**config.mk**
```make
export PLATFORM = sky130hd
export DESIGN_NAME = axil_tap_regs
export DESIGN_NICKNAME = d
export VERILOG_FILES = /design/src/hw/user_proj_pkg.sv /design/src/hw/axil_tap_regs.sv
export VERILOG_INCLUDE_DIRS = /design/src /design/src/hw
export SDC_FILE = /design/constraint.sdc
export NUM_CORES = 1
export LEC_CHECK = 0
export ABC_CLOCK_PERIOD_IN_PS = 4300
export BUFFER_PORTS_ARGS = -buffer_cell sky130_fd_sc_hd__buf_2
export CAP_MARGIN = 40
export CORE_MARGIN = 8
export CORE_UTILIZATION = 30
export CTS_CLUSTER_DIAMETER = 100
export CTS_CLUSTER_SIZE = 10
export DETAILED_ROUTE_END_ITERATION = 10
export HOLD_SLACK_MARGIN = 0.15
export PLACE_DENSITY = 0.53
export SYNTH_ARGS = -nofsm -noshare
export SYNTH_HDL_FRONTEND = slang
export SYNTH_SLANG_ARGS = --single-unit
export TNS_END_PERCENT = 30
```
**constraint.sdc**
```tcl
create_clock -name clk -period 4.3 [get_ports clk]
set_clock_uncertainty 0.1 [all_clocks]
set_input_delay 1.075 -clock clk [delete_from_list [all_inputs] [get_ports clk]]
set_output_delay 1.075 -clock clk [all_outputs]
set_load 0.03 [all_outputs]
```
**src/hw/user_proj_consts.svh**
```systemverilog
// ----------------------------------------------------------
// User project constants
// Bus widths, region codes, register map and wait counts
// ----------------------------------------------------------
`ifndef USER_PROJ_CONSTS_SVH
`define USER_PROJ_CONSTS_SVH

// Bus widths
`define WB_DATA_W          32
`define LITE_ADDR_W        12

// Upper twelve address bits per region
`define REGION_SRAM        12'h380
`define REGION_FIR         12'h300

// Highest low-byte offset forwarded to AXI-Lite
`define LITE_LIMIT         8'h7F

// Scratch SRAM
`define SRAM_ACK_DELAY     10
`define SRAM_AW            8

// Bridge minimum latency count
`define BRIDGE_MIN_CYCLES  10

// Register target map
`define CTRL_OFS           12'h000
`define CTRL_W             3
`define TAP_BASE           12'h040
`define TAP_COUNT          16

`endif

```
**src/hw/user_proj_pkg.sv**
```systemverilog
// ----------------------------------------------------------
// User project package
// Bus word, AXI-Lite address, region and bridge state types
// ----------------------------------------------------------
`include "user_proj_consts.svh"

package user_proj_pkg;

    // One Wishbone or AXI-Lite data word
    typedef logic [`WB_DATA_W-1:0] word_t;

    // AXI-Lite byte address
    typedef logic [`LITE_ADDR_W-1:0] lite_addr_t;

    // Decoded target of a Wishbone access
    typedef enum logic [1:0] {
        REGION_NONE = 2'b00,
        REGION_SRAM = 2'b10,
        REGION_FIR  = 2'b11
    } region_e;

    // Bridge FSM states
    typedef enum logic [2:0] {
        LITE_IDLE  = 3'd0,
        LITE_WRITE = 3'd1,
        LITE_READ  = 3'd2,
        LITE_WAIT  = 3'd3,
        LITE_ACK   = 3'd4
    } lite_state_e;

endpackage

```
**src/hw/axil_tap_regs.sv**
```systemverilog
// ----------------------------------------------------------
// AXI-Lite tap register target
// 3-bit control register and sixteen tap coefficient words
// ----------------------------------------------------------
`timescale 1ns/1ps
`include "user_proj_consts.svh"

module axil_tap_regs (
    input  logic                      clk,
    input  logic                      rst,
    input  logic                      awvalid_i,
    input  user_proj_pkg::lite_addr_t awaddr_i,
    input  logic                      wvalid_i,
    input  user_proj_pkg::word_t      wdata_i,
    input  logic                      arvalid_i,
    input  user_proj_pkg::lite_addr_t araddr_i,
    input  logic                      rready_i,
    output logic                      awready_o,
    output logic                      wready_o,
    output logic                      arready_o,
    output logic                      rvalid_o,
    output user_proj_pkg::word_t      rdata_o
);

    localparam int TAP_IW = $clog2(`TAP_COUNT);
    localparam user_proj_pkg::lite_addr_t TAP_END =
        user_proj_pkg::lite_addr_t'(`TAP_BASE + 4 * `TAP_COUNT);

    user_proj_pkg::word_t taps [0:`TAP_COUNT-1];
    user_proj_pkg::word_t rd_word;

    logic [`CTRL_W-1:0] ctrl_q;
    logic               wr_fire;
    logic               rd_fire;

    // Word-aligned offset inside the tap window
    function automatic logic tap_hit(input user_proj_pkg::lite_addr_t a);
        return (a >= `TAP_BASE) && (a < TAP_END) && (a[1:0] == 2'b00);
    endfunction

    assign wr_fire = awvalid_i && wvalid_i && awready_o && wready_o;
    assign rd_fire = arvalid_i && arready_o;

    // Handshakes and control register
    always_ff @(posedge clk) begin
        if (rst) begin
            awready_o <= 1'b0;
            wready_o  <= 1'b0;
            arready_o <= 1'b0;
            rvalid_o  <= 1'b0;
            ctrl_q    <= '0;
        end else begin
            // AW and W accepted together, one pulse
            awready_o <= awvalid_i && wvalid_i && !awready_o;
            wready_o  <= awvalid_i && wvalid_i && !awready_o;
            arready_o <= arvalid_i && !arready_o && !rvalid_o;
            if (rd_fire) begin
                rvalid_o <= 1'b1;
            end else if (rvalid_o && rready_i) begin
                rvalid_o <= 1'b0;
            end
            // Upper write bits dropped
            if (wr_fire && awaddr_i == `CTRL_OFS) begin
                ctrl_q <= wdata_i[`CTRL_W-1:0];
            end
        end
    end

    // Tap index from low bits, base is window-aligned
    always_ff @(posedge clk) begin
        if (wr_fire && tap_hit(awaddr_i)) begin
            taps[awaddr_i[TAP_IW+1:2]] <= wdata_i;
        end
    end

    // Read mux, holes return zero
    always_comb begin
        rd_word = '0;
        if (araddr_i == `CTRL_OFS) begin
            rd_word[`CTRL_W-1:0] = ctrl_q;
        end else if (tap_hit(araddr_i)) begin
            rd_word = taps[araddr_i[TAP_IW+1:2]];
        end
    end

    // Held until rready
    always_ff @(posedge clk) begin
        if (rd_fire) begin
            rdata_o <= rd_word;
        end
    end

endmodule

```
== Word level (Yosys, flattened, before mapping) ==
Memory sizes are Yosys's and may differ from the RTL's.
Index checks and enable logic that the tools add are counted.
W data, S select, Z words.
Word-level totals
  bits in registers: 38
  bits in writable memories: 512
  input port bits: 62
  logic and storage cells: 41
  memories kept: 1
Cells by class
  magnitude comparators: 4
  multiplexer cells: 6
  bitwise gates (word level): 1
  reductions and logical operators: 23
Memories
  taps: depth 16, width 32, rd ports 1, clocked after memory_dff 0, write ports 1, line axil_tap_regs.sv:29  | user_proj_pkg::word_t taps [0:`TAP_COUNT-1];
Operators with widths (number)
  $ge A12 B7 Y1 const B: 2
  $logic_not A12 Y1: 2
  $lt A12 B8 Y1 const B: 2
  $logic_and A1 B1 Y1: 14
  $mux W3: 2
  $logic_not A2 Y1: 2
  $mux W1: 4
  $logic_not A1 Y1: 3
  $reduce_bool A2 Y1: 1
  $reduce_or A2 Y1: 1
  $not A1 Y1: 1

== Logic depth before layout (Yosys ltp) ==
  depth after elaboration: 6
  mapped depth: 7
  mapped depth without buffers: 4

== Least setup slack after synthesis ==
OpenSTA, ideal clock, no wires.
  path type: input port to flip-flop
  start: input port awaddr_i[8]
  end: memory taps[6][0] (netlist bit), enable pin
  arrival time: 3378 ps
  path slack: 401 ps
  stages on the path: 5
  path buffers: 1
  cell sequence: nor4b_1 and3b_1 clkbuf_1 nand4b_1 nor2_1
Between the ends
  cells in the longest elaborated chain, start to end: 6
  elaborated cells between the ends (all ways): 7
Ends and longest elaborated chain
  start: declaration: line axil_tap_regs.sv:12  | input user_proj_pkg::lite_addr_t awaddr_i,
  $ge A12 B7 Y1 (no line) or $lt A12 B8 Y1 (tied branches)
  $logic_and A1 B1 Y1 * (2 in a row): line axil_tap_regs.sv:38  | return (a >= `TAP_BASE) && (a < TAP_END) && (a[1:0] == 2'b00);
  $logic_and A1 B1 Y1 *: line axil_tap_regs.sv:71  | if (wr_fire && tap_hit(awaddr_i)) begin
  $mux W1 *: line axil_tap_regs.sv:71
  $mux W1 (not written as such) *: line axil_tap_regs.sv:72  | taps[awaddr_i[TAP_IW+1:2]] <= wdata_i;
  end: declaration: line axil_tap_regs.sv:29
Mark *: on every way between the ends. The rest lies on a longest branch, timed or not.

== Final worst setup path ==
  start: input port awaddr_i[8]
  end: memory taps[11][11] (netlist bit), enable pin
Same word-level chain as after synthesis.

==> results.tsv <==
metric	value	unit
grt_pass1_wl	69700	µm
gp_congestion	0.748	
hpwl	28600	µm
startpoint_type	input port	
r2r-start	wready_o	
p_total	10800	µW
dr.first_iter.drc_count	709	
min_path_type	flop to flop	
gr-total-overflow	0	
p_leak	0.00780	µW
synthFlopType	edfxtp_1	
fin_crit	3.06	ns
ant_nets	0	
synth.top_cell.area_share	78.8	%
die_w	279	µm
hp-start	arready_o	
yosysTopAreaCell	edfxtp_1	
hold_viol	0	
outcome	finished, final reports clean	
io_buffers	97	
cts.repair_timing.setup_buffer_count	0	
wl	46500	µm
met2_usage	19.4	%
grt_max_degree	44	
maxCapViolCount	0	
antenna_found_initial	4	
critPathKind	input port to flop	
setup_viol	0	
worst_hold_slack	0.339	ns
synth_edf_count	544	
cp_top_family	simple AND/OR/NAND/NOR gates	
slowest_delay	0.48	ns
grt_setup_unrepaired	no	
grt_usage	11.9	%
num_rows	96	
syn_inst	873	
core_area	0.0686	mm²
setup_tns	0	ns
initial_core_util	30.2	%
crit_start	awaddr_i[8]	
clockBufferDepth	3	
wl_per_cell	23.3	µm
clk_latency	0.61	ns
ctsHoldBuffers	0	
clock_sinks	550	
ys_top_cells_by_area	edfxtp_1 79%, mux4_2 15%, mux2i_1 2.1%, o22ai_1 0.66%, dfxtp_1 0.58%	
synth-seq-area-share	79.3	%
slew_headroom	65.1	%
root_buffer	clkbuf_16	
period_share	71.2	%
path_clk_slew	0.06	ns
drive_above_1_share	34.3	%
synth-seq-cells	550	
grt.met1_usage	15.9	%
grt_pass1_vias	10167	
synth_common_cells	544 x edfxtp_1, 136 x mux4_2, 44 x mux2i_1	
post-route-util	35.7	%
final_max_slew_viol_count	0	
avgSynthCellArea	23.8	µm²
slowest_stage	nor2_4	
synth_fp_nets	935	
worst_slew_pin_slew	0.524	ns
post_cts_resized	0	
tritoncts	built	
met3_usage	3.06	%
final_cell_area	0.0245	mm²
area_growth	18.1	%
placed_cell_area	0.0228	mm²
cp.arrival	3.25	ns
final_nets	1099	
syn-cell-area	0.0207	mm²
htreeDepth	2	
drc_errors	0	
die_area	0.0778	mm²
irDropWorstVdd	0.323	mV
synth.distinct_cells	36	
yosysWarnings	0	
crit_buf_inv	2	
top_usage_layer	met2	
critPathMaxFanout	12	
crit_chain	buf_2 -> nor4b_1 -> and3b_1 -> nand4b_1 -> nor2_4 -> buf_4	
worst_ep_required_time	4.49	ns
die-height	279	µm
p_per_area	441	mW/mm²
firstDrtPassIters	5	
cts_buffers	60	
fmax	327	MHz
num_io_pins	98	
num_vias	9469	
synth_most_common_cell	edfxtp_1	
end_kind	flop	
synthArstFlopShare	0	%
vias_per_cell	4.75	
final timing paths:
kind,cells after the start,slack (ns),end
max,6,1.24,taps[11][11]
min,1,0.34,arready_o
max reg2reg,5,1.49,taps[11][11]
min reg2reg,1,0.34,arready_o
cell families after synthesis:
kind of cell           Yosys count  share of synthesized area (%)
AND/OR/NAND/NOR                 62                           1.65
AO/OA/AOI/OAI                   35                           1.06
multiplexers                   180                           16.9
buffers and inverters           46                           1.07
flip-flops                     550                           79.3
area by class of cell:
class,count,area (µm²)
sequential,550,16500
fill,6276,44100
timing repair buffer,147,1020
clock inverter,1,16.3
multi-input combinational,277,4190
tap,931,1160
antenna,2,5.00
inverter,1,3.75
clock buffer,86,1640
layout by cell type, fill, tap and decap left out, drive strengths merged, types with 2 or more instances in the layout:
master	count
nor4	4
nand4	3
nor3	3
clkbuf	87
dfxtp	6
nand4b	2
nand2	5
buf	146
a21oi	4
nor2b	9
mux2i	44
or2	2
nand2b	3
nor2	18
and3b	2
diode	2
mux4	136
o22ai	22
nor4b	2
edfxtp	544
o21ai	3
nand3	5
layer usage:
metal  routed length, µm  up-vias
met5                  27        -
met1               20400     5101
met4                 791        4
met2               22600      244
li1                    -     4056
met3                2630       64
flip-flops by register name, indices dropped and copies added (netlist names):
register and flops:
taps 512, rdata_o 32, ctrl_q 3, arready_o 1, rvalid_o 1, wready_o 1
report_power, final:
part	switching [µW]	leakage, µW	total [µW]	internal (µW)
Clock	1900	0.000799	4490	2590
Combinational	242	0.00201	420	178
Sequential	1.95	0.00500	5890	5890
Total	2140	0.00780	10800	8660
stage by stage:
stage | setup slack (ns) | instances
5_1_grt | 1.06 | 1994
6_report | 1.24 | 1995
3_5_place_dp | 0.605 | 1906
4_1_cts | 1.26 | 1993
2_1_floorplan | 0.401 | 873
3_3_place_gp | 0.655 | 1905
Power figures use the tool's default switching activity.
