<file path="config.mk">
export PLATFORM = sky130hd
export DESIGN_NAME = wb_region_decode
export DESIGN_NICKNAME = d
export VERILOG_FILES = /design/src/hw/user_proj_pkg.sv /design/src/hw/wb_region_decode.sv
export VERILOG_INCLUDE_DIRS = /design/src /design/src/hw
export SDC_FILE = /design/constraint.sdc
export NUM_CORES = 1
export LEC_CHECK = 0
export ABC_AREA = 1
export BUFFER_PORTS_ARGS = -buffer_cell sky130_fd_sc_hd__buf_2
export CAP_MARGIN = 20
export CELL_PAD_IN_SITES_DETAIL_PLACEMENT = 0
export CELL_PAD_IN_SITES_GLOBAL_PLACEMENT = 1
export CORE_MARGIN = 2
export CORE_UTILIZATION = 16
export DETAILED_ROUTE_END_ITERATION = 7
export GPL_TIMING_DRIVEN = 0
export PLACE_DENSITY_LB_ADDON = 0.1
export RECOVER_POWER = 100
export SLEW_MARGIN = 20
export SYNTH_ARGS = -nofsm -noshare
export SYNTH_HDL_FRONTEND = slang
export SYNTH_SLANG_ARGS = --single-unit
export TNS_END_PERCENT = 50
</file>
<file path="constraint.sdc">
create_clock -name vclk -period 1.82
set_input_delay 0.273 -clock vclk [all_inputs]
set_output_delay 0.273 -clock vclk [all_outputs]
set_load 0.01 [all_outputs]
</file>
<file path="src/hw/user_proj_consts.svh">
// ----------------------------------------------------------
// User project constants
// Bus widths, region codes, register map and wait counts
// ----------------------------------------------------------
`ifndef USER_PROJ_CONSTS_SVH
`define USER_PROJ_CONSTS_SVH

// Bus widths
`define WB_DATA_W          32
`define LITE_ADDR_W        12

// Upper twelve address bits per region
`define REGION_SRAM        12'h380
`define REGION_FIR         12'h300

// Highest low-byte offset forwarded to AXI-Lite
`define LITE_LIMIT         8'h7F

// Scratch SRAM
`define SRAM_ACK_DELAY     10
`define SRAM_AW            8

// Bridge minimum latency count
`define BRIDGE_MIN_CYCLES  10

// Register target map
`define CTRL_OFS           12'h000
`define CTRL_W             3
`define TAP_BASE           12'h040
`define TAP_COUNT          16

`endif

</file>
<file path="src/hw/user_proj_pkg.sv">
// ----------------------------------------------------------
// User project package
// Bus word, AXI-Lite address, region and bridge state types
// ----------------------------------------------------------
`include "user_proj_consts.svh"

package user_proj_pkg;

    // One Wishbone or AXI-Lite data word
    typedef logic [`WB_DATA_W-1:0] word_t;

    // AXI-Lite byte address
    typedef logic [`LITE_ADDR_W-1:0] lite_addr_t;

    // Decoded target of a Wishbone access
    typedef enum logic [1:0] {
        REGION_NONE = 2'b00,
        REGION_SRAM = 2'b10,
        REGION_FIR  = 2'b11
    } region_e;

    // Bridge FSM states
    typedef enum logic [2:0] {
        LITE_IDLE  = 3'd0,
        LITE_WRITE = 3'd1,
        LITE_READ  = 3'd2,
        LITE_WAIT  = 3'd3,
        LITE_ACK   = 3'd4
    } lite_state_e;

endpackage

</file>
<file path="src/hw/wb_region_decode.sv">
// ----------------------------------------------------------
// Wishbone region decoder
// Routes strobe and cycle to the SRAM or the AXI-Lite bridge
// and returns the selected acknowledge and read data
// ----------------------------------------------------------
`timescale 1ns/1ps
`include "user_proj_consts.svh"

module wb_region_decode (
    input  logic                 wbs_stb_i,
    input  logic                 wbs_cyc_i,
    input  user_proj_pkg::word_t wbs_adr_i,
    input  logic                 sram_ack_i,
    input  user_proj_pkg::word_t sram_dat_i,
    input  logic                 fir_ack_i,
    input  user_proj_pkg::word_t fir_dat_i,
    output logic                 sram_stb_o,
    output logic                 sram_cyc_o,
    output logic                 fir_stb_o,
    output logic                 fir_cyc_o,
    output logic                 wbs_ack_o,
    output user_proj_pkg::word_t wbs_dat_o
);

    user_proj_pkg::region_e region;

    // Upper twelve address bits pick the region
    always_comb begin
        case (wbs_adr_i[`WB_DATA_W-1 -: 12])
            `REGION_SRAM: region = user_proj_pkg::REGION_SRAM;
            `REGION_FIR:  region = user_proj_pkg::REGION_FIR;
            default:      region = user_proj_pkg::REGION_NONE;
        endcase
    end

    // Only the addressed region sees the strobe
    assign sram_stb_o = wbs_stb_i && (region == user_proj_pkg::REGION_SRAM);
    assign sram_cyc_o = wbs_cyc_i && (region == user_proj_pkg::REGION_SRAM);
    assign fir_stb_o  = wbs_stb_i && (region == user_proj_pkg::REGION_FIR);
    assign fir_cyc_o  = wbs_cyc_i && (region == user_proj_pkg::REGION_FIR);

    // Response mux, unmapped space never acks
    always_comb begin
        wbs_ack_o = 1'b0;
        wbs_dat_o = '0;
        if (region == user_proj_pkg::REGION_SRAM) begin
            wbs_ack_o = sram_ack_i;
            wbs_dat_o = sram_dat_i;
        end else if (region == user_proj_pkg::REGION_FIR) begin
            wbs_ack_o = fir_ack_i;
            wbs_dat_o = fir_dat_i;
        end
    end

endmodule

</file>
; Word-level counts from Yosys, hierarchy flattened
; Cells that the tools add are included.
[word_totals]
input_bits = 100
output_inout_bits = 37
elab_cells = 13
latch_bits = 0
memories = 0
ff_bits = 0
romBits = 0
mem_bits_rw = 0
[op_classes]
magnitude_cmp = 0
n_shift = 0
n_addsub = 0
muxes = 5
bitwise = 0
n_div = 0
reduce_logical = 4
multipliers = 0
n_eq_ne = 4
[op_table]
columns = cell, count
row1 = 32-bit two-way mux, 2
row2 = 12-bit by 10-bit == test with 1-bit output (second input constant), 2
row3 = 2-bit == test (second input constant), 2
row4 = 1-bit logical AND, 4
row5 = 2-bit case mux with 2 select lines, 1
row6 = 1-bit two-way mux, 2

; Longest topological paths before layout
[logic_depth]
word_depth = 5
mapped_depth = 8
depth_no_buf = 6

; Least setup slack after synthesis
; OpenSTA, ideal clock, no wires.
[synth_timing]
kind = input to output
start = in wbs_adr_i[25]
end = out wbs_dat_o[10]
t_arrival_ns = 1.046
path_buffers = 1
stages = 5
required_ns = 1.547
path_slack_ns = 0.501
path_cell_list = or2_4 > nor2_4 > buf_6 > nand3_1 > nand2_1
[synth_via]
elab_chain_cells = 5
word_cells_on_any_way = 7
cone_classes = 4 x eq/ne / 3 x mux
[synth_rtl]
columns = item, line_no
row1 = "start, declared", wb_region_decode.sv:12  ; input user_proj_pkg::word_t wbs_adr_i,
row2 = 12-bit by 10-bit == test with 1-bit output, wb_region_decode.sv:29  ; case (wbs_adr_i[`WB_DATA_W-1 -: 12])
row3 = 2-bit case mux with 2 select lines (*), wb_region_decode.sv:29
row4 = 2-bit == test, wb_region_decode.sv:49  ; end else if (region == user_proj_pkg::REGION_FIR) begin
row5 = 32-bit two-way mux, wb_region_decode.sv:49
row6 = 32-bit two-way mux (*), wb_region_decode.sv:46  ; if (region == user_proj_pkg::REGION_SRAM) begin
row7 = "end, declared", wb_region_decode.sv:22  ; output user_proj_pkg::word_t wbs_dat_o
; Mark *: on every way between the ends. The rest lies on a longest branch, timed or not.

; Worst setup path in the final report
[layout_timing]
start = in wbs_adr_i[21]
end = out wbs_dat_o[22]
; The elaborated chain is that of the path after synthesis.

==> flow_metrics.env <==
export IMPL_outcome="completed"
export IMPL_muxShareOfSynthArea=0
export IMPL_iteration_count_of_the_initial_detailed_routing_pass=4
export IMPL_route_antenna_remaining_nets=0
export IMPL_post_synth_and_or_nand_nor_area_fraction=0.8264
export IMPL_power_density_cell_area_nw_per_um2=88.83
export IMPL_grt_setup_unrepaired="false"
export IMPL_post_synth_cell_area_avg_um2=5.649
export IMPL_worstSetupPathType="in -> out"
export IMPL_detail_route_wirelength_mm=3.126
export IMPL_fmaxAchievable_mhz=615.1
export IMPL_finalSetupViolations=0
export IMPL_synth_nets=234
export IMPL_flow_area_growth_from_synthesis_pct=81.16
export IMPL_max_cap_violations=0
export IMPL_synth_sequential_area_ratio=0
export IMPL_critPathArrivalTime_ns=1.35
export IMPL_crit_required_ns=1.55
export IMPL_cts_resized_gates=0
export IMPL_max_slew_margin_rel=0.8554
export IMPL_synth_lib_cells_used_distinct=12
export IMPL_timing_setup_tns_ns=0
export IMPL_first_global_vias=1113
export IMPL_netlist_instances=134
export IMPL_grt_overflow_total=0
export IMPL_total_leakage_power_nw=0.8133
export IMPL_regArea_um2=0
export IMPL_nets=353
export IMPL_placement_io_buffers=117
export IMPL_synthDominantAreaCellType="sky130_fd_sc_hd__nand3_1"
export IMPL_clockBufferCount=0
export IMPL_layout_sequential_cells=0
export IMPL_multi_input_comb_area_um2=620.6
export IMPL_layout_common_cells="sky130_fd_sc_hd__buf_2, sky130_fd_sc_hd__nand3_1, sky130_fd_sc_hd__nand2_1"
export IMPL_synth_warnings=0
export IMPL_period_utilisation_layout=0.8933
export IMPL_drt_wirelength_per_cell_um=10.25
export IMPL_cts_hold_fix_buffers=0
export IMPL_drive_gt1_frac=0.4741
export IMPL_floorplan_die_area_um2=5297
export IMPL_startpoint_type="primary input"
export IMPL_detailedPlacementHpwl_mm=2.584
export IMPL_final_common_cell="sky130_fd_sc_hd__buf_2"
export IMPL_yosys_area_top_type_share=0.3504
export IMPL_floorplan_initialDensity=0.1635
export IMPL_floorplan_io_pins=137
export IMPL_timing_hold_worst_class="in -> out"
export IMPL_synth_xor_xnor_area_share=0
export IMPL_layout_cell_area_non_filler_um2=1371
export IMPL_place_area_um2=1410
export IMPL_ir_drop_uv=37.54
export IMPL_hold_violations=0
export IMPL_timing_final_max_slew_violations=0
export IMPL_chipHeight_um=72.78
export IMPL_antenna_cells_inserted=0
export IMPL_combinational_family_with_the_most_area_after_synthesis="simple AND/OR/NAND/NOR gates"
export IMPL_grt_pass1_wl_mm=4.905
export IMPL_synthTopCellsByArea="sky130_fd_sc_hd__nand3_1, sky130_fd_sc_hd__nand2_1, sky130_fd_sc_hd__nand3_2, sky130_fd_sc_hd__buf_6, sky130_fd_sc_hd__nor2_1"
export IMPL_dr_total_vias=1282
export IMPL_finalWorstPathRequiredPeriod_ns=1.626
export IMPL_antenna_violations_before_repair=0
export IMPL_grt_util_all_layers=0.1090
export IMPL_setup_worst_path_end_class="output pin"
export IMPL_drt_iter0_markers=40
export IMPL_maximum_number_of_pins_on_one_net_before_global_route_repair=11
export IMPL_synth_compound_area_frac=0
export IMPL_synth_cell_area_um2=757.0
export IMPL_num_rows=25
export IMPL_gp_routability_congestion=0.6828
export IMPL_filler_cell_count=559
export IMPL_die_w_um=72.78
export IMPL_hold_path_cell_cnt=4
export IMPL_cts_repair_timing_setup_buffer_count=0
export IMPL_floorplan_core_area_um2=4629
export IMPL_worstMarginPinSlew_ns=0.2164
export IMPL_synth_adder_area_share=0
export IMPL_number_of_vias_per_cell_after_detailed_routing=4.203
export IMPL_path_max_fanout=10
export IMPL_drc_errors=0
-- metrics by stage --
stage	cells	util	setup slack (ns)	power [mW]	hold slack, ns
6_report	305	0.2962	0.1942	0.1218	0.8516
5_1_grt	305	0.2962	0.04270	0.1350	0.8656
4_1_cts	305	0.3046	0.1767	0.1239	0.8549
3_5_place_dp	305	0.3046	0.1868	0.1233	0.8527
3_3_place_gp	305	0.3046	0.1828	0.1230	0.8528
2_1_floorplan	134	-	0.5006	0.03214	0.6550
-- final timing paths --
check	endpoint	slack, ns	startpoint
max	wbs_dat_o[22]	0.19	wbs_adr_i[21]
min	wbs_dat_o[25]	0.85	fir_dat_i[25]
-- logic make-up after synthesis --
family,Yosys count
AND/OR/NAND/NOR,117
buffers and inverters,17
-- area by class of cell --
class / instances / area share
multi-input cells: 117 / 0.4526
repair buffers: 117 / 0.4024
inverters: 4 / 0.01095
well taps: 54 / 0.04927
plain buffers: 13 / 0.08485
-- report_power, final --
part	switching [mW]	leakage [nW]	internal [mW]
Sequential	0	0	0
Clock	0	0	0
Combinational	0.0497	0.813	0.0721
Total	0.0497	0.813	0.0721
-- critical path, stage by stage --
cell and delay [ns]:
sky130_fd_sc_hd__buf_2 0.09, sky130_fd_sc_hd__nor2_1 0.09, sky130_fd_sc_hd__nand2_1 0.10, sky130_fd_sc_hd__nor2_4 0.18
sky130_fd_sc_hd__buf_6 0.17, sky130_fd_sc_hd__buf_6 0.17, sky130_fd_sc_hd__nand3_2 0.07, sky130_fd_sc_hd__nand2_1 0.06
sky130_fd_sc_hd__clkbuf_1 0.15
-- cell usage after synthesis --
master,instances
sky130_fd_sc_hd__or2_4,1
sky130_fd_sc_hd__nor2_1,7
sky130_fd_sc_hd__buf_4,3
sky130_fd_sc_hd__nand2_1,39
sky130_fd_sc_hd__nand3_2,13
sky130_fd_sc_hd__nor2_8,1
sky130_fd_sc_hd__nand3_1,53
sky130_fd_sc_hd__or2_1,1
sky130_fd_sc_hd__inv_1,4
sky130_fd_sc_hd__buf_2,3
sky130_fd_sc_hd__nor2_4,2
sky130_fd_sc_hd__buf_6,7
-- per-layer routing --
layer | track usage | vias to the layer above | wire length [um]
li1 | - | 687 | -
met1 | 0.1459 | 533 | 1378
met2 | 0.1980 | 62 | 1466
met3 | 0.01381 | 0 | 281
met4 | 0 | 0 | 0
met5 | 0 | - | 0
Power figures use the tool's default switching activity.
