## src/hw/user_proj_consts.svh

```systemverilog
// ----------------------------------------------------------
// User project constants
// Bus widths, region codes, register map and wait counts
// ----------------------------------------------------------
`ifndef USER_PROJ_CONSTS_SVH
`define USER_PROJ_CONSTS_SVH

// Bus widths
`define WB_DATA_W          32
`define LITE_ADDR_W        12

// Upper twelve address bits per region
`define REGION_SRAM        12'h380
`define REGION_FIR         12'h300

// Highest low-byte offset forwarded to AXI-Lite
`define LITE_LIMIT         8'h7F

// Scratch SRAM
`define SRAM_ACK_DELAY     10
`define SRAM_AW            8

// Bridge minimum latency count
`define BRIDGE_MIN_CYCLES  10

// Register target map
`define CTRL_OFS           12'h000
`define CTRL_W             3
`define TAP_BASE           12'h040
`define TAP_COUNT          16

`endif

```

## src/hw/user_proj_pkg.sv

```systemverilog
// ----------------------------------------------------------
// User project package
// Bus word, AXI-Lite address, region and bridge state types
// ----------------------------------------------------------
`include "user_proj_consts.svh"

package user_proj_pkg;

    // One Wishbone or AXI-Lite data word
    typedef logic [`WB_DATA_W-1:0] word_t;

    // AXI-Lite byte address
    typedef logic [`LITE_ADDR_W-1:0] lite_addr_t;

    // Decoded target of a Wishbone access
    typedef enum logic [1:0] {
        REGION_NONE = 2'b00,
        REGION_SRAM = 2'b10,
        REGION_FIR  = 2'b11
    } region_e;

    // Bridge FSM states
    typedef enum logic [2:0] {
        LITE_IDLE  = 3'd0,
        LITE_WRITE = 3'd1,
        LITE_READ  = 3'd2,
        LITE_WAIT  = 3'd3,
        LITE_ACK   = 3'd4
    } lite_state_e;

endpackage

```

## src/hw/wb_axil_bridge.sv

```systemverilog
// ----------------------------------------------------------
// Wishbone to AXI-Lite bridge
// Turns each Wishbone access into one AXI-Lite write or read
// and holds the ack off for a minimum cycle count
// ----------------------------------------------------------
`timescale 1ns/1ps
`include "user_proj_consts.svh"

module wb_axil_bridge (
    input  logic                      clk,
    input  logic                      rst,
    // Wishbone side
    input  logic                      stb_i,
    input  logic                      cyc_i,
    input  logic                      we_i,
    input  user_proj_pkg::word_t      adr_i,
    input  user_proj_pkg::word_t      dat_i,
    output logic                      ack_o,
    output user_proj_pkg::word_t      dat_o,
    // AXI-Lite write channels
    output logic                      awvalid_o,
    output user_proj_pkg::lite_addr_t awaddr_o,
    output logic                      wvalid_o,
    output user_proj_pkg::word_t      wdata_o,
    input  logic                      awready_i,
    input  logic                      wready_i,
    // AXI-Lite read channels
    output logic                      arvalid_o,
    output user_proj_pkg::lite_addr_t araddr_o,
    input  logic                      arready_i,
    input  logic                      rvalid_i,
    input  user_proj_pkg::word_t      rdata_i,
    output logic                      rready_o
);

    localparam int CNT_W = $clog2(`BRIDGE_MIN_CYCLES + 1);

    user_proj_pkg::lite_state_e state;
    user_proj_pkg::lite_addr_t  lite_adr;

    logic [CNT_W-1:0] lat_cnt;
    logic             access;
    logic             r_fire;

    // Only low offsets up to the limit go out on AXI-Lite
    assign access = stb_i && cyc_i && (adr_i[7:0] <= `LITE_LIMIT);
    assign r_fire = rvalid_i && rready_o;

    // One captured address serves both channels
    assign awaddr_o = lite_adr;
    assign araddr_o = lite_adr;

    always_ff @(posedge clk) begin
        if (rst) begin
            state     <= user_proj_pkg::LITE_IDLE;
            ack_o     <= 1'b0;
            awvalid_o <= 1'b0;
            wvalid_o  <= 1'b0;
            arvalid_o <= 1'b0;
            rready_o  <= 1'b0;
            lat_cnt   <= '0;
        end else begin
            // Counts every cycle after acceptance, stops at the minimum
            if (state != user_proj_pkg::LITE_IDLE &&
                lat_cnt < CNT_W'(`BRIDGE_MIN_CYCLES)) begin
                lat_cnt <= lat_cnt + 1'b1;
            end
            case (state)
                user_proj_pkg::LITE_IDLE: begin
                    lat_cnt <= '0;
                    if (access && we_i) begin
                        awvalid_o <= 1'b1;
                        wvalid_o  <= 1'b1;
                        state     <= user_proj_pkg::LITE_WRITE;
                    end else if (access) begin
                        arvalid_o <= 1'b1;
                        state     <= user_proj_pkg::LITE_READ;
                    end
                end
                user_proj_pkg::LITE_WRITE: begin
                    // Address and data retire together
                    if (awvalid_o && wvalid_o && awready_i && wready_i) begin
                        awvalid_o <= 1'b0;
                        wvalid_o  <= 1'b0;
                        state     <= user_proj_pkg::LITE_WAIT;
                    end
                end
                user_proj_pkg::LITE_READ: begin
                    if (arvalid_o && arready_i) begin
                        arvalid_o <= 1'b0;
                        rready_o  <= 1'b1;
                    end
                    if (r_fire) begin
                        rready_o <= 1'b0;
                        state    <= user_proj_pkg::LITE_WAIT;
                    end
                end
                user_proj_pkg::LITE_WAIT: begin
                    // Hold off the ack until the floor is met
                    if (lat_cnt >= CNT_W'(`BRIDGE_MIN_CYCLES)) begin
                        ack_o <= 1'b1;
                        state <= user_proj_pkg::LITE_ACK;
                    end
                end
                user_proj_pkg::LITE_ACK: begin
                    ack_o <= 1'b0;
                    state <= user_proj_pkg::LITE_IDLE;
                end
                default: begin
                    state <= user_proj_pkg::LITE_IDLE;
                end
            endcase
        end
    end

    // Request payload captured at acceptance
    always_ff @(posedge clk) begin
        if (state == user_proj_pkg::LITE_IDLE && access) begin
            lite_adr <= adr_i[`LITE_ADDR_W-1:0];
            wdata_o  <= dat_i;
        end
    end

    // Read data kept from the R handshake through ack
    always_ff @(posedge clk) begin
        if (r_fire) begin
            dat_o <= rdata_i;
        end
    end

endmodule

```

## config.mk

```make
export PLATFORM = sky130hd
export DESIGN_NAME = wb_axil_bridge
export DESIGN_NICKNAME = d
export VERILOG_FILES = /design/src/hw/user_proj_pkg.sv /design/src/hw/wb_axil_bridge.sv
export VERILOG_INCLUDE_DIRS = /design/src /design/src/hw
export SDC_FILE = /design/constraint.sdc
export NUM_CORES = 1
export LEC_CHECK = 0
export BUFFER_PORTS_ARGS = -buffer_cell sky130_fd_sc_hd__buf_4
export CAP_MARGIN = 20
export CORE_MARGIN = 2
export CORE_UTILIZATION = 41
export DETAILED_ROUTE_END_ITERATION = 16
export GPL_TIMING_DRIVEN = 0
export PLACE_DENSITY_LB_ADDON = 0.12
export SLEW_MARGIN = 20
export SYNTH_ARGS = -nofsm -noshare
export SYNTH_HDL_FRONTEND = slang
export SYNTH_SLANG_ARGS = --single-unit
export TNS_END_PERCENT = 20
```

## constraint.sdc

```tcl
create_clock -name clk -period 3.5 [get_ports clk]
set_clock_uncertainty 0.15 [all_clocks]
set_input_delay 1.05 -clock clk [delete_from_list [all_inputs] [get_ports clk]]
set_output_delay 1.05 -clock clk [all_outputs]
set_load 0.01 [all_outputs]
```

Yosys cells after proc, flatten, opt, wreduce, memory -nomap -nowiden
Index checks and enable logic that the tools add are counted.
- equal/unequal tests: 12
- reduce and logical (&&, ||, !) cells: 21
- $add $sub $neg: 1
- multiply operators: 0
- shift operators: 0
- div/mod/pow operators: 0
- magnitude comparators: 3
- bitwise gates (word level): 0
- multiplexer cells: 17
- operators by type and width (cell ; count):
    3-bit two-way mux ; 5
    2-bit != test, second input constant ; 7
    3-bit one-hot mux with 4 select lines ; 1
    1-bit logical AND ; 9
    8-bit by 7-bit <= comparator with 1-bit output, second input constant ; 1
    1-bit two-way mux ; 8
    4-bit AND reduction ; 2
    2-bit nonzero test ; 4
    3-bit by 2-bit equality test with 1-bit output, second input constant ; 2
    1-bit one-hot mux with 2 select lines ; 3
    4-bit by 1-bit adder with 4-bit output, second input constant ; 1
    4-bit >= comparator, second input constant ; 1
    4-bit < comparator, second input constant ; 1
    2-bit AND reduction ; 2
    3-bit by 1-bit equality test with 1-bit output, second input constant ; 1
    3-bit equality test, second input constant ; 1
    3-bit logical NOT ; 1
    3-bit != test, second input constant ; 1
    3-bit AND reduction ; 1
    3-bit nonzero test ; 1
    2-bit OR reduction ; 1
- logic and storage cells: 63
- bits in writable memories: 0
- bits in registers: 87
- ROM bits: 0
- memories: 0
- bits of input ports: 105
- output and inout port bits: 93
- latch bits: 0

Logic depth before layout (Yosys ltp)
- depth after elaboration: 5
- gate-level depth with buffers: 5
- mapped depth without buffers: 5

Worst setup path after synthesis
Ideal clock, no wire load.
- path kind: input-to-reg
- start point: input port adr_i[7]
- end point: register lite_adr[0] (netlist: araddr_o[0]), enable pin
- path slack: 408 ps
- data required time: 2944 ps
- path buffers: 1
- cell stages on the path: 3
- arrival: 2536 ps
- setup time: 406 ps
- cell sequence: and3b_1 > clkbuf_1 > and2_1
- word-level cells in the longest chain between the ends: 3
- ends and longest elaborated chain (what ; RTL line ; RTL):
    from (decl) ; wb_axil_bridge.sv:16 ; input user_proj_pkg::word_t adr_i,
    8-bit by 7-bit <= comparator with 1-bit output (no source line) ; - ;
    1-bit logical AND ; wb_axil_bridge.sv:46 ; assign access = stb_i && cyc_i && (adr_i[7:0] <= `LITE_LIMIT);
    1-bit logical AND ; wb_axil_bridge.sv:118 ; if (state == user_proj_pkg::LITE_IDLE && access) begin
    to (signal assigned) ; wb_axil_bridge.sv:119 ; lite_adr <= adr_i[`LITE_ADDR_W-1:0];
    to (decl) ; wb_axil_bridge.sv:39 ; user_proj_pkg::lite_addr_t lite_adr;
No other way between the ends.
A chain may end at the register's enable or synchronous reset.

Worst setup path in the final report
- start point: input port adr_i[7]
- end point: register wdata_o[29], enable pin
- word-level cells in the longest chain between the ends: 3
- ends and longest elaborated chain (what ; RTL line ; RTL):
    8-bit by 7-bit <= comparator with 1-bit output (no source line) ; - ;
    1-bit logical AND ; wb_axil_bridge.sv:46 ;
    1-bit logical AND ; wb_axil_bridge.sv:118 ;
    to (signal assigned) ; wb_axil_bridge.sv:120 ; wdata_o <= dat_i;
    to (decl) ; wb_axil_bridge.sv:24 ; output user_proj_pkg::word_t wdata_o,
No other way between the ends.

==> run_results.csv <==
group,metric,value,unit
die,pin_count,198,
global_routing,antenna_found_initial,0,
placement,dp_hpwl,5430,µm
power_and_ir_drop,clock_power_share,0.368,
yosys,yosysTopAreaCell,"edfxtp_1",
worst_setup_path,path_class,"input port to register",
detailed_routing,dr.pass1.iters,4,
global_routing,top_usage_layer,"met2",
clock_network,hold_buffers,0,
worst_setup_path,worst_ep_arrival_time,2490,ps
timing,setup_tns,0,ps
timing,slew_headroom,0.488,
timing,drv_slew,0,
power_and_ir_drop,finalPower,2090,µW
power_and_ir_drop,power_frac_comb,0.077,
power_and_ir_drop,power_per_cell_area,449,nW/µm²
worst_setup_path,worst-path-buf-inv,3,
worst_hold_path,hp-class,"register to register",
die,core_area,6870,µm²
die,core.rowCount,30,
finish,register_area,2500,µm²
power_and_ir_drop,switching_share,0.207,
global_routing,grt_use_met3,0.0476,
timing,setup_viol,0,
detailed_routing,wl,7120,µm
finish,nFillCells,519,
timing,fin_crit_sh,0.739,
timing,rsz0062_at_grt,"no",
global_routing,grt_pass1_vias,1836,
global_routing,grt_max_degree,33,
timing,hold_violations,0,
clock_network,clkTransAtPathRegs,90,ps
placement,place_congestion,0.749,
detailed_routing,dr_total_vias,2013,
power_and_ir_drop,ir_drop,0.000300,V
finish,final_cells,444,
yosys,synth_area,2940,µm²
worst_setup_path,end_kind,"register",
die,start_util,0.429,
power_and_ir_drop,p_sw,432,µW
finish,syn_to_final_growth,57.7,%
yosys,synth.top_cell.area_share,0.775,
yosys,syn_inst,154,
clock_network,cts_buffers,9,
detailed_routing,wire_per_inst,16.0,µm
clock_network,cts_setup_buffers,0,
timing,whs,361,ps
clock_network,clock_path_buffers,2,
die,die_h,88.7,µm
timing,tightestPinTransition,767,ps
detailed_routing,drt_iter0_markers,108,
clock_network,clk_latency,340,ps
yosys,yosysUniqueCellTypes,32,
power_and_ir_drop,intPower,1650,µW
worst_setup_path,path_cells,"buf_4 -> and3b_1 -> clkbuf_1 -> and2_2 -> buf_16",
finish,postLayoutCoreUtil,0.676,
die,dieWidth,88.7,µm
worst_setup_path,slowest_delay,610,ps
detailed_routing,drcViolationCount,0,
yosys,yosys-top-cells-area,"edfxtp_1 (78%), dfxtp_1 (7.5%), buf_4 (3.3%), a311oi_1 (1.2%), nor2_1 (1.0%)",
clock_network,cts_sinks,87,
placement,io_buffer_count,177,
flow_run,cap_viol_max_count,0,
die,die-area,7870,µm²
worst_setup_path,crit_family,"simple AND/OR/NAND/NOR gates",
global_routing,grt.met1_usage,0.197,
clock_network,tritoncts,"built",
power_and_ir_drop,cellLeakagePower,0.00194,µW
global_routing,grt_pass1_wl,9680,µm
worst_setup_path,worstPathMaxFanout,23,
placement,dp_cells,428,
finish,diodes,0,
finish,nets,450,
worst_setup_path,critPathSlowestCell,"and2_2",
yosys,avgSynthCellArea,19.1,µm²
global_routing,met2_usage,0.296,
outcome,status,"completed",
yosys,synth-seq-cells,87,
finish,drive_gt1_frac,0.609,
yosys,syn_nets,261,
yosys,yosysSeqAreaShare,0.850,
timing,fmax,387,MHz
detailed_routing,viasPerCell,4.53,
detailed_routing,ant_nets,0,
clock_network,post_cts_resized,0,
power_and_ir_drop,p_seq_frac,0.555,
global_routing,grt-ovfl-total,0,
timing,finalCriticalPeriod,2590,ps
worst_setup_path,crit_path_start_kind,"input port",
global_routing,grt_use_total,0.170,
worst_setup_path,worst_ep_required_time,3400,ps
finish,multi_input_area,323,µm²
yosys,ys_warn_count,0,
clock_network,cts_root_buf,"clkbuf_8",
clock_network,h-tree-depth,3,
-- registers in the layout (all words and copies together), names as in the netlist --
name,count
dat_o,32
wdata_o,32
araddr_o,12
lat_cnt,4
state,3
ack_o,1
arvalid_o,1
rready_o,1
wvalid_o,1
-- metal layers --
metal	share of wire	routed length, µm	vias to the layer above
met4	0.011	79	0
met5	0	0	-
li1	-	-	959
met1	0.38	2690	954
met2	0.53	3790	94
met3	0.078	557	6
-- final timing paths --
path                 start     endpoint  slack (ps)  cells after the start
setup / recovery  adr_i[7]  wdata_o[29]         910                      5
hold / removal       ack_o        ack_o         360                      2
setup reg to reg  state[0]  wdata_o[29]        1250                      4
hold reg to reg      ack_o        ack_o         360                      2
-- synth_stat cells --
master / count
o21ai_0: 3
a2111oi_2: 1
xnor2_1: 1
and3b_1: 1
or2_1: 1
clkbuf_1: 2
buf_4: 13
nand2_1: 3
o31ai_1: 1
a41oi_1: 1
inv_1: 3
a311oi_1: 4
nor3_1: 2
a41o_1: 1
o311a_1: 1
a21boi_1: 1
a21oi_1: 4
ha_1: 2
a221o_1: 1
nor2_1: 8
a311o_1: 1
nor3b_1: 1
a21o_2: 1
dfxtp_1: 11
nand2b_1: 1
and2_1: 2
a211oi_1: 1
edfxtp_1: 76
nor2b_1: 1
buf_2: 1
nand3_1: 2
a31oi_1: 2
-- layout by cell type, fill, tap and decap left out, types with 2 or more instances in the layout --
| master | n |
|---|---|
| a21oi_1 | 4 |
| a311oi_1 | 4 |
| a31oi_1 | 2 |
| and2_2 | 2 |
| buf_4 | 190 |
| bufinv_16 | 2 |
| clkbuf_1 | 2 |
| clkbuf_8 | 9 |
| clkinv_2 | 2 |
| dfxtp_1 | 11 |
| edfxtp_1 | 76 |
| ha_1 | 2 |
| inv_1 | 3 |
| inv_6 | 2 |
| nand2_1 | 3 |
| nand3_1 | 2 |
| nor2_1 | 8 |
| nor3_1 | 2 |
| o21ai_0 | 3 |
-- worst reg2reg max path, cell delays in order, from the launching register on --
cell and delay (ps):
dfxtp_1 300, buf_2 170, nor3_1 450, and2_2 640
buf_16 250
-- power groups by stage --
stage          Sequential, µW  Clock, µW  Combinational (µW)
6_report                 1160        767                 161
5_1_grt                  1160        818                 173
4_1_cts                  1160        782                 162
3_5_place_dp             1180          0                 162
3_3_place_gp             1180          0                 154
2_1_floorplan            1190          0                36.9
-- layout make-up --
class	count	area share
Buffer	16	0.0237
Clock buffer	9	0.0267
Clock inverter	7	0.0205
Inverter	3	0.00243
Multi-Input combinational cell	48	0.0695
Sequential cell	87	0.539
Tap cell	96	0.0259
Timing Repair Buffer	178	0.292
-- kinds of logic (layout without fill, tap and decap cells) --
| group | after synthesis | in the layout | share of synthesized area |
|---|---|---|---|
| XOR/XNOR | 1 | 1 | 0.00298 |
| adder cells (fa/ha/maj) | 2 | 2 | 0.00850 |
| flip-flops | 87 | 87 | 0.850 |
| buffers and inverters | 19 | 213 | 0.0412 |
| AND/OR/NAND/NOR | 22 | 22 | 0.0370 |
| AO/OA/AOI/OAI | 23 | 23 | 0.0603 |
-- stage by stage --
stage,worst slack (ps),cell area [µm²]
4_1_cts,910,4640
3_3_place_gp,-200,4390
3_5_place_dp,536,4420
2_1_floorplan,408,2940
5_1_grt,833,4640
6_report,915,4640
Power figures use the tool's default switching activity.
